<file path="src/common/ahbic_pkg.sv">
// AHB encodings (HTRANS, HBURST, HSIZE, HRESP) and field widths for the input stage

`default_nettype none

package ahbic_pkg;

  // --------------------------------------------------------------------
  // Field widths
  // --------------------------------------------------------------------

  localparam int unsigned HPROT_W    = 4;  // HPROT field
  localparam int unsigned WRAP_OFS_W = 4;  // Beat offset, up to 16 beats

  // --------------------------------------------------------------------
  // Bus encodings
  // --------------------------------------------------------------------

  // Transfer type
  typedef enum logic [1:0] {
    TRN_IDLE   = 2'b00,  // No transfer
    TRN_BUSY   = 2'b01,  // Master inserting a wait inside a burst
    TRN_NONSEQ = 2'b10,  // First beat or single
    TRN_SEQ    = 2'b11   // Remaining beats
  } htrans_t;

  // Burst type
  typedef enum logic [2:0] {
    BUR_SINGLE = 3'b000,
    BUR_INCR   = 3'b001,  // Undefined length
    BUR_WRAP4  = 3'b010,
    BUR_INCR4  = 3'b011,
    BUR_WRAP8  = 3'b100,
    BUR_INCR8  = 3'b101,
    BUR_WRAP16 = 3'b110,
    BUR_INCR16 = 3'b111
  } hburst_t;

  // Transfer size, bits per beat
  typedef enum logic [2:0] {
    SZ_8    = 3'b000,
    SZ_16   = 3'b001,
    SZ_32   = 3'b010,
    SZ_64   = 3'b011,
    SZ_128  = 3'b100,  // Wider sizes not used for wrap checks
    SZ_256  = 3'b101,
    SZ_512  = 3'b110,
    SZ_1024 = 3'b111
  } hsize_t;

  // Response, AHB-Lite subset only
  typedef enum logic [1:0] {
    RSP_OKAY  = 2'b00,
    RSP_ERROR = 2'b01
  } hresp_t;

endpackage : ahbic_pkg

`default_nettype wire
</file>
<file path="src/ahbic_in/ahbic_in_stage.sv">
// Input stage top level: hold control, holding register and burst fix wired together

`timescale 1ns/10ps
`default_nettype none

module ahbic_in_stage
  import ahbic_pkg::*;
#(
  parameter int unsigned ADDR_W = 32  // Address width, 7 or more
) (
  input  wire                 HCLK,
  input  wire                 HRESETn,
  // Master port, address phase
  input  wire                 HSELS,
  input  wire  [ADDR_W-1:0]   HADDRS,
  input  wire  htrans_t       HTRANSS,
  input  wire                 HWRITES,
  input  wire  hsize_t        HSIZES,
  input  wire  hburst_t       HBURSTS,
  input  wire  [HPROT_W-1:0]  HPROTS,
  input  wire                 HREADYS,
  // From the output stage
  input  wire                 active_ip,    // Output stage driving this port
  input  wire                 readyout_ip,
  input  wire  hresp_t        resp_ip,
  // Master port, response
  output logic                HREADYOUTS,
  output hresp_t              HRESPS,
  // To the output stage
  output logic                sel_ip,
  output logic [ADDR_W-1:0]   addr_ip,
  output htrans_t             trans_ip,
  output logic                write_ip,
  output hsize_t              size_ip,
  output hburst_t             burst_ip,
  output logic [HPROT_W-1:0]  prot_ip,
  output logic                held_tran     // Request to the arbiter
);

  // --------------------------------------------------------------------
  // Internal connections
  // --------------------------------------------------------------------

  logic    load_reg;    // Valid transfer accepted
  logic    hold_start;  // Accepted but output stage busy
  logic    pend;        // Held transfer waiting
  htrans_t trans_mux;   // Selected HTRANS, before rewrite
  hburst_t burst_mux;   // Selected HBURST, before rewrite
  htrans_t trans_src;   // Original HTRANS of selected source

  // Acceptance, pending state and response path
  ahbic_hold_ctrl i_hold_ctrl (
    .HCLK        (HCLK),
    .HRESETn     (HRESETn),
    .HSELS       (HSELS),
    .HTRANSS     (HTRANSS),
    .HREADYS     (HREADYS),
    .active_ip   (active_ip),
    .readyout_ip (readyout_ip),
    .resp_ip     (resp_ip),
    .load_reg    (load_reg),
    .hold_start  (hold_start),
    .pend        (pend),
    .held_tran   (held_tran),
    .HREADYOUTS  (HREADYOUTS),
    .HRESPS      (HRESPS)
  );

  // Holding register and held/direct select
  ahbic_hold_reg #(
    .ADDR_W (ADDR_W)
  ) i_hold_reg (
    .HCLK      (HCLK),
    .HRESETn   (HRESETn),
    .load_reg  (load_reg),
    .pend      (pend),
    .HSELS     (HSELS),
    .HADDRS    (HADDRS),
    .HTRANSS   (HTRANSS),
    .HWRITES   (HWRITES),
    .HSIZES    (HSIZES),
    .HBURSTS   (HBURSTS),
    .HPROTS    (HPROTS),
    .sel_ip    (sel_ip),
    .addr_ip   (addr_ip),
    .write_ip  (write_ip),
    .size_ip   (size_ip),
    .prot_ip   (prot_ip),
    .trans_mux (trans_mux),
    .burst_mux (burst_mux),
    .trans_src (trans_src)
  );

  // Early burst termination
  ahbic_burst_fix #(
    .ADDR_W (ADDR_W)
  ) i_burst_fix (
    .HCLK       (HCLK),
    .HRESETn    (HRESETn),
    .HREADYS    (HREADYS),
    .HTRANSS    (HTRANSS),
    .HADDRS     (HADDRS),
    .HSIZES     (HSIZES),
    .HBURSTS    (HBURSTS),
    .hold_start (hold_start),
    .trans_mux  (trans_mux),
    .burst_mux  (burst_mux),
    .trans_src  (trans_src),
    .trans_ip   (trans_ip),
    .burst_ip   (burst_ip)
  );

endmodule : ahbic_in_stage

`default_nettype wire

</file>
<file path="src/ahbic_in/ahbic_burst_fix.sv">
// Early burst termination: burst override, wrap boundary flag and HTRANS/HBURST rewrite

`timescale 1ns/10ps
`default_nettype none

module ahbic_burst_fix
  import ahbic_pkg::*;
#(
  parameter int unsigned ADDR_W = 32
) (
  input  wire                HCLK,
  input  wire                HRESETn,
  input  wire                HREADYS,
  input  wire  htrans_t      HTRANSS,
  input  wire  [ADDR_W-1:0]  HADDRS,
  input  wire  hsize_t       HSIZES,
  input  wire  hburst_t      HBURSTS,
  input  wire                hold_start,  // Beat goes into holding register
  input  wire  htrans_t      trans_mux,
  input  wire  hburst_t      burst_mux,
  input  wire  htrans_t      trans_src,
  output htrans_t            trans_ip,
  output hburst_t            burst_ip
);

  logic                   override_nxt;
  logic                   override;      // Remainder of burst sent as INCR
  logic [1:0]             size_shift;    // Bytes per beat, log2
  logic [ADDR_W-1:0]      beat_addr;     // Address in beat units
  logic [WRAP_OFS_W-1:0]  beat_ofs;
  logic [WRAP_OFS_W-1:0]  check_ofs;     // Offset padded with ones
  logic                   bound_nxt;
  logic                   bound;         // Last beat was end of wrap block

  // --------------------------------------------------------------------
  // Burst override
  // --------------------------------------------------------------------

  // A held SEQ beat breaks the fixed-length burst
  always_comb
  begin
    if (HTRANSS == TRN_NONSEQ || HTRANSS == TRN_IDLE)
    begin
      override_nxt = 1'b0;       // New burst or bus released
    end
    else if (HTRANSS == TRN_SEQ && hold_start)
    begin
      override_nxt = 1'b1;
    end
    else
    begin
      override_nxt = override;   // BUSY or unheld SEQ
    end
  end

  always_ff @(posedge HCLK)
  begin
    if (!HRESETn)
    begin
      override <= 1'b0;
    end
    else if (HREADYS)
    begin
      override <= override_nxt;
    end
  end

  // --------------------------------------------------------------------
  // Wrap boundary detection
  // --------------------------------------------------------------------

  // Sizes above 64 bits treated as bytes
  assign size_shift = HSIZES[2] ? 2'd0 : HSIZES[1:0];
  assign beat_addr  = HADDRS >> size_shift;
  assign beat_ofs   = beat_addr[WRAP_OFS_W-1:0];

  // Bits above the wrap length forced high
  always_comb
  begin
    case (HBURSTS)
      BUR_WRAP4:  check_ofs = {2'b11, beat_ofs[1:0]};
      BUR_WRAP8:  check_ofs = {1'b1, beat_ofs[2:0]};
      BUR_WRAP16: check_ofs = beat_ofs;
      default:    check_ofs = '0;   // Incrementing bursts never wrap
    endcase
  end

  assign bound_nxt = &check_ofs;

  // Sampled on accepted NONSEQ or SEQ only
  always_ff @(posedge HCLK)
  begin
    if (!HRESETn)
    begin
      bound <= 1'b0;
    end
    else if (HTRANSS[1] && HREADYS)
    begin
      bound <= bound_nxt;
    end
  end

  // --------------------------------------------------------------------
  // Rewrite
  // --------------------------------------------------------------------

  // SEQ to NONSEQ and BUSY to IDLE after a wrap point
  assign trans_ip = (override && bound) ? htrans_t'({trans_mux[1], 1'b0}) : trans_mux;

  // NONSEQ keeps its own burst type
  assign burst_ip = (override && trans_src != TRN_NONSEQ) ? BUR_INCR : burst_mux;

endmodule : ahbic_burst_fix

`default_nettype wire

</file>
<file path="src/ahbic_in/ahbic_hold_reg.sv">
// Holding register for address and control, with held/direct output select

`timescale 1ns/10ps
`default_nettype none

module ahbic_hold_reg
  import ahbic_pkg::*;
#(
  parameter int unsigned ADDR_W = 32
) (
  input  wire                 HCLK,
  input  wire                 HRESETn,
  input  wire                 load_reg,   // Capture current address phase
  input  wire                 pend,       // Present held copy
  input  wire                 HSELS,
  input  wire  [ADDR_W-1:0]   HADDRS,
  input  wire  htrans_t       HTRANSS,
  input  wire                 HWRITES,
  input  wire  hsize_t        HSIZES,
  input  wire  hburst_t       HBURSTS,
  input  wire  [HPROT_W-1:0]  HPROTS,
  output logic                sel_ip,
  output logic [ADDR_W-1:0]   addr_ip,
  output logic                write_ip,
  output hsize_t              size_ip,
  output logic [HPROT_W-1:0]  prot_ip,
  output htrans_t             trans_mux,
  output hburst_t             burst_mux,
  output htrans_t             trans_src   // Unmodified type of chosen source
);

  // --------------------------------------------------------------------
  // Holding register
  // --------------------------------------------------------------------

  htrans_t             reg_trans;
  logic [ADDR_W-1:0]   reg_addr;
  logic                reg_write;
  hsize_t              reg_size;
  hburst_t             reg_burst;
  logic [HPROT_W-1:0]  reg_prot;

  // Held type steers the burst fix, so it starts from IDLE
  always_ff @(posedge HCLK)
  begin
    if (!HRESETn)
    begin
      reg_trans <= TRN_IDLE;
    end
    else if (load_reg)
    begin
      reg_trans <= HTRANSS;
    end
  end

  // Payload fields
  always_ff @(posedge HCLK)
  begin
    if (load_reg)
    begin
      reg_addr  <= HADDRS;
      reg_write <= HWRITES;
      reg_size  <= HSIZES;
      reg_burst <= HBURSTS;
      reg_prot  <= HPROTS;
    end
  end

  // --------------------------------------------------------------------
  // Output select
  // --------------------------------------------------------------------

  always_comb
  begin
    if (pend)
    begin
      sel_ip    = 1'b1;        // Held beat always selected
      addr_ip   = reg_addr;
      write_ip  = reg_write;
      size_ip   = reg_size;
      prot_ip   = reg_prot;
      trans_mux = TRN_NONSEQ;  // Restarts at the output stage
      burst_mux = reg_burst;
      trans_src = reg_trans;
    end
    else
    begin
      sel_ip    = HSELS;       // Direct path, zero latency
      addr_ip   = HADDRS;
      write_ip  = HWRITES;
      size_ip   = HSIZES;
      prot_ip   = HPROTS;
      trans_mux = HTRANSS;
      burst_mux = HBURSTS;
      trans_src = HTRANSS;
    end
  end

endmodule : ahbic_hold_reg

`default_nettype wire

</file>
<file path="src/ahbic_in/ahbic_hold_ctrl.sv">
// Transfer acceptance, pending state, held_tran request and response return

`timescale 1ns/10ps
`default_nettype none

module ahbic_hold_ctrl
  import ahbic_pkg::*;
(
  input  wire          HCLK,
  input  wire          HRESETn,
  input  wire          HSELS,
  input  wire htrans_t HTRANSS,
  input  wire          HREADYS,
  input  wire          active_ip,    // Output stage owns this port
  input  wire          readyout_ip,  // Output stage beat done
  input  wire hresp_t  resp_ip,
  output logic         load_reg,     // Accept into holding register
  output logic         hold_start,   // Accepted while output stage busy
  output logic         pend,         // Held transfer outstanding
  output logic         held_tran,
  output logic         HREADYOUTS,
  output hresp_t       HRESPS
);

  logic addr_valid;  // Selected NONSEQ or SEQ
  logic pend_nxt;
  logic data_valid;  // Data phase of a valid transfer

  // --------------------------------------------------------------------
  // Address phase acceptance
  // --------------------------------------------------------------------

  assign addr_valid = HSELS & HTRANSS[1];   // IDLE and BUSY ignored
  assign load_reg   = addr_valid & HREADYS; // Only on a finished previous beat
  assign hold_start = load_reg & ~active_ip;

  // Data phase follows every accepted beat
  always_ff @(posedge HCLK)
  begin
    if (!HRESETn)
    begin
      data_valid <= 1'b0;
    end
    else if (HREADYS)
    begin
      data_valid <= addr_valid;
    end
  end

  // --------------------------------------------------------------------
  // Pending transfer
  // --------------------------------------------------------------------

  // New hold wins over completion of the old one
  always_comb
  begin
    if (hold_start)
    begin
      pend_nxt = 1'b1;
    end
    else if (active_ip && readyout_ip)
    begin
      pend_nxt = 1'b0;  // Held beat done at output stage
    end
    else
    begin
      pend_nxt = pend;
    end
  end

  always_ff @(posedge HCLK)
  begin
    if (!HRESETn)
    begin
      pend <= 1'b0;
    end
    else
    begin
      pend <= pend_nxt;
    end
  end

  // Arbiter request, direct beat or held beat
  assign held_tran = load_reg | pend;

  // --------------------------------------------------------------------
  // Response to the master
  // --------------------------------------------------------------------

  always_comb
  begin
    if (!data_valid)
    begin
      HREADYOUTS = 1'b1;       // No data phase here
      HRESPS     = RSP_OKAY;
    end
    else if (pend)
    begin
      HREADYOUTS = 1'b0;       // Stall until held beat completes
      HRESPS     = RSP_OKAY;
    end
    else
    begin
      HREADYOUTS = readyout_ip;
      HRESPS     = resp_ip;    // Straight from output stage
    end
  end

endmodule : ahbic_hold_ctrl

`default_nettype wire

</file>
<file path="config.mk">
export PLATFORM = sky130hd
export DESIGN_NAME = ahbic_in_stage
export DESIGN_NICKNAME = d
export VERILOG_FILES = /design/src/common/ahbic_pkg.sv /design/src/ahbic_in/ahbic_in_stage.sv /design/src/ahbic_in/ahbic_burst_fix.sv /design/src/ahbic_in/ahbic_hold_reg.sv /design/src/ahbic_in/ahbic_hold_ctrl.sv
export SDC_FILE = /design/constraint.sdc
export NUM_CORES = 1
export LEC_CHECK = 0
export BUFFER_PORTS_ARGS = -buffer_cell sky130_fd_sc_hd__buf_2
export CORE_AREA = 2 2 74 76
export CTS_CLUSTER_DIAMETER = 100
export DETAILED_ROUTE_END_ITERATION = 6
export DIE_AREA = 0 0 76 78
export GPL_TIMING_DRIVEN = 0
export PLACE_DENSITY = 0.78
export REMOVE_ABC_BUFFERS = 1
export SYNTH_ARGS = -nofsm -noshare
export SYNTH_HDL_FRONTEND = slang
export SYNTH_HIERARCHICAL = 1
export SYNTH_SLANG_ARGS = --single-unit
</file>
<file path="constraint.sdc">
create_clock -name HCLK -period 2.4 [get_ports HCLK]
set_clock_uncertainty 0.1 [all_clocks]
set_input_delay 0.36 -clock HCLK [delete_from_list [all_inputs] [get_ports HCLK]]
set_output_delay 0.36 -clock HCLK [all_outputs]
set_load 0.01 [all_outputs]
</file>
==> metrics.log <==
[metrics] average via count per standard cell: 4.92
[metrics] total setup violations reported at the end of the flow: 0
[metrics] initial core utilization: 46.9%
[metrics] length in cells of the worst reg-to-reg path: 4
[metrics] overflow left after global routing: 0
[metrics] placed cells: 319
[metrics] wire length of the first global-routing pass: 7620 µm
[metrics] Post-CTS Hold Fix Bufs: 0
[metrics] final routed wirelength across all metal layers: 4730 µm
[metrics] DR WL/cell: 14.4 µm
[metrics] final cell count without fillers: 329
[metrics] number of DRC markers after the initial detailed-route iteration: 54
[metrics] total track usage: 16.3%
[metrics] Syn. warnings: 6
[metrics] maximum number of pins on one net before global-route repair: 38
[metrics] pwr/cell area: 563 nW/µm²
[metrics] Post-synth EDFFs: 43
[metrics] clock tree from TritonCTS: built
[metrics] Skew-Pair Late Insertion Delay: 0.29 ns
[metrics] cells after synthesis: 151
[metrics] Leak Pwr: 1.30 nW
[metrics] terminus of the critical flop-to-flop path: i_hold_ctrl/pend
[metrics] Max rail drop VDD: 281 µV
[metrics] count of antenna diodes in the layout: 0
[metrics] worst hold path startpoint: HADDRS[8]
[metrics] required time of the critical path: 1.94 ns
[metrics] count of input and output buffers: 102
[metrics] worst path setup slack after routing: 0.201 ns
[metrics] CTS HTree Levels: 2
[metrics] most used flip-flop cell after synthesis: sky130_fd_sc_hd__edfxtp_1
[metrics] Post-DRT Antenna Nets: 0
[metrics] DRC violations left: 0
[metrics] status: complete, no violations
[metrics] fraction of final layout cells sized beyond drive strength 1: 61.8%
[metrics] DIE HEIGHT: 78 µm
[metrics] clock sink count: 49
[metrics] clk root buf: sky130_fd_sc_hd__clkbuf_8
[metrics] max-capacitance violation count: 0
[metrics] mapped cell area: 2360 µm²
[metrics] post-layout net count: 311
[metrics] overall via count from detail_route: 1620
[metrics] clock transition at the registers of the reported paths: 0.08 ns
[metrics] via count of the first global-routing pass: 1621
[metrics] io pins: 103
[metrics] Routability Congestion: 0.759
[metrics] first-pass iteration count of the detailed router: 4
[metrics] max_slew headroom: 73.8%
[metrics] initial antenna violation count: 0
[metrics] commonest cells after routing, fill and taps aside: 102 x sky130_fd_sc_hd__buf_2, 43 x sky130_fd_sc_hd__edfxtp_1, 27 x sky130_fd_sc_hd__mux2_2, 17 x sky130_fd_sc_hd__mux2_4, 6 x sky130_fd_sc_hd__clkbuf_8
[metrics] number of cell rows: 26
[metrics] number of buffers created by CTS: 5
[metrics] critical setup path kind: flip-flop to primary output
[metrics] sequential fraction of the synthesis area: 59.7%
[metrics] hold slack: 0.150 ns
[metrics] core area: 5040 µm²
[metrics] dpl ws: -0.00572 ns
[metrics] number of buffers between clock root and the deepest sink: 2
[metrics] setup slack, reg-to-reg: 1.06 ns
[metrics] CP Max Fanout: 27
[metrics] leading cell type in the layout, fill and taps excluded: sky130_fd_sc_hd__buf_2
[metrics] Critical Path End Type: primary output
[metrics] area enclosed by the die boundary: 5930 µm²
[metrics] Async S/R FF share, synth: 0%
[metrics] Hold EP: i_hold_reg/reg_addr[8]
[metrics] measured slew at the worst slew-check pin: 0.388 ns
[metrics] unrepaired setup endpoints after global routing: false
[metrics] number of cells on the worst hold path: 1
[metrics] number of register bits inferred by synthesis: 49
[metrics] maximum operating frequency: 455 MHz
[metrics] Final Hold Violating Endpoints: 0
[metrics] die width: 76 µm
[metrics] HPWL Detailed: 3400 µm
[metrics] post-route core utilization: 60.8%
[metrics] final critical path time including I/O delays and setup: 2.20 ns
[metrics] CP startpoint kind: flip-flop
[metrics] max-slew violations: 0
[metrics] Cell variety after synth: 35
[metrics] path class of the lowest-slack min-delay path: input pin to flip-flop
[metrics] start of the worst register-to-register path: i_hold_ctrl/pend
[metrics] Worst EP arrival: 1.74 ns
[metrics] area growth from synthesis to layout: 29.6%
[metrics] share of the clock period used by the worst path: 91.6%
[metrics] Avg Inst Size Synth: 15.7 µm²
[state kept, by name, indices dropped and copies added, names as in the netlist]
register and count:
i_hold_reg/reg_trans 2, i_hold_reg/reg_burst 3, i_burst_fix/bound 1, i_hold_reg/reg_prot 4
i_hold_reg/reg_size 3, i_hold_ctrl/pend 1, i_hold_reg/reg_addr 32, i_hold_reg/reg_write 1
i_hold_ctrl/data_valid 1, i_burst_fix/override 1
[per-stage QoR]
stage,power [mW],TNS (ns),instance area (µm²)
finish,1.73,0,3060
global placement,1.25,-33.63,2910
detailed placement,1.26,-0.00601,2950
CTS,1.75,0,3060
global route,1.80,0,3060
floorplan,1.13,-2.89,2310
[metal layers]
layer  share of wire, %  vias up  track usage, %
met5                  0        -               0
met2                 50       60            28.0
met1                 44      770            19.5
met3                6.3        2            5.23
li1                   -      788               -
met4               0.17        0            4.91
[kinds of logic (layout without fill, tap and decap cells)]
group           count (synthesis)  after routing  synth area share, %
buf+inv                        11            119                 2.96
compound gates                 18             18                 5.40
mux                            47             47                 25.0
simple gates                   26             26                 6.98
flops                          49             49                 59.7
[final cells by class]
cell class | count | area [µm²]
Clock buffer | 8 | 90.1
Fill cell | 400 | 1980
Timing Repair Buffer | 106 | 569
Multi-Input combinational cell | 91 | 883
Inverter | 5 | 18.8
Tap cell | 70 | 87.6
Sequential cell | 49 | 1420
[worst max-delay path by stage]
stage	startpoint	to
3_5_place_dp	i_hold_ctrl/pend	burst_ip[2]
3_3_place_gp	i_hold_ctrl/pend	burst_ip[2]
2_1_floorplan	i_hold_ctrl/pend	burst_ip[1]
6_report	i_hold_ctrl/pend	burst_ip[2]
4_1_cts	i_hold_ctrl/pend	burst_ip[2]
5_1_grt	i_hold_ctrl/pend	burst_ip[2]
[cells in the mapped netlist, types with 2 or more instances]
master / instances / area [µm²]
sky130_fd_sc_hd__buf_6: 3 / 33.8
sky130_fd_sc_hd__or2_2: 2 / 12.5
sky130_fd_sc_hd__nor2_1: 4 / 15.0
sky130_fd_sc_hd__mux2_4: 17 / 255
sky130_fd_sc_hd__edfxtp_1: 43 / 1290
sky130_fd_sc_hd__dfxtp_1: 6 / 120
sky130_fd_sc_hd__o21ai_0: 3 / 15.0
sky130_fd_sc_hd__nand2b_1: 4 / 25.0
sky130_fd_sc_hd__a21oi_1: 2 / 10.0
sky130_fd_sc_hd__and2_1: 3 / 18.8
sky130_fd_sc_hd__and3b_1: 2 / 17.5
sky130_fd_sc_hd__inv_1: 5 / 18.8
sky130_fd_sc_hd__nor2b_1: 4 / 25.0
sky130_fd_sc_hd__buf_2: 2 / 10.0
sky130_fd_sc_hd__a21boi_0: 4 / 30.0
sky130_fd_sc_hd__mux2i_1: 2 / 20.0
sky130_fd_sc_hd__mux2_2: 27 / 304
[where the power goes]
part / leakage (nW) / internal [mW] / switching (mW)
Clock: 0.0455 / 0.235 / 0.248
Sequential: 0.444 / 0.966 / 0.0110
Combinational: 0.811 / 0.142 / 0.123
Total: 1.30 / 1.34 / 0.382
[worst max-delay path, stage by stage, from the launching register on]
cell and delay (ns):
sky130_fd_sc_hd__dfxtp_4 0.37, sky130_fd_sc_hd__buf_12 0.18, sky130_fd_sc_hd__mux2_2 0.35, sky130_fd_sc_hd__inv_1 0.05
sky130_fd_sc_hd__o21ai_0 0.16, sky130_fd_sc_hd__and2_1 0.21, sky130_fd_sc_hd__buf_2 0.14
[repair_timing]
| action | CTS | global route |
|---|---|---|
| resized for setup | 1 | 0 |
| setup buffers | 2 | 0 |
| endpoints found under the setup margin | 3 | 0 |
Note: power is estimated with default switching activity, not from simulation.
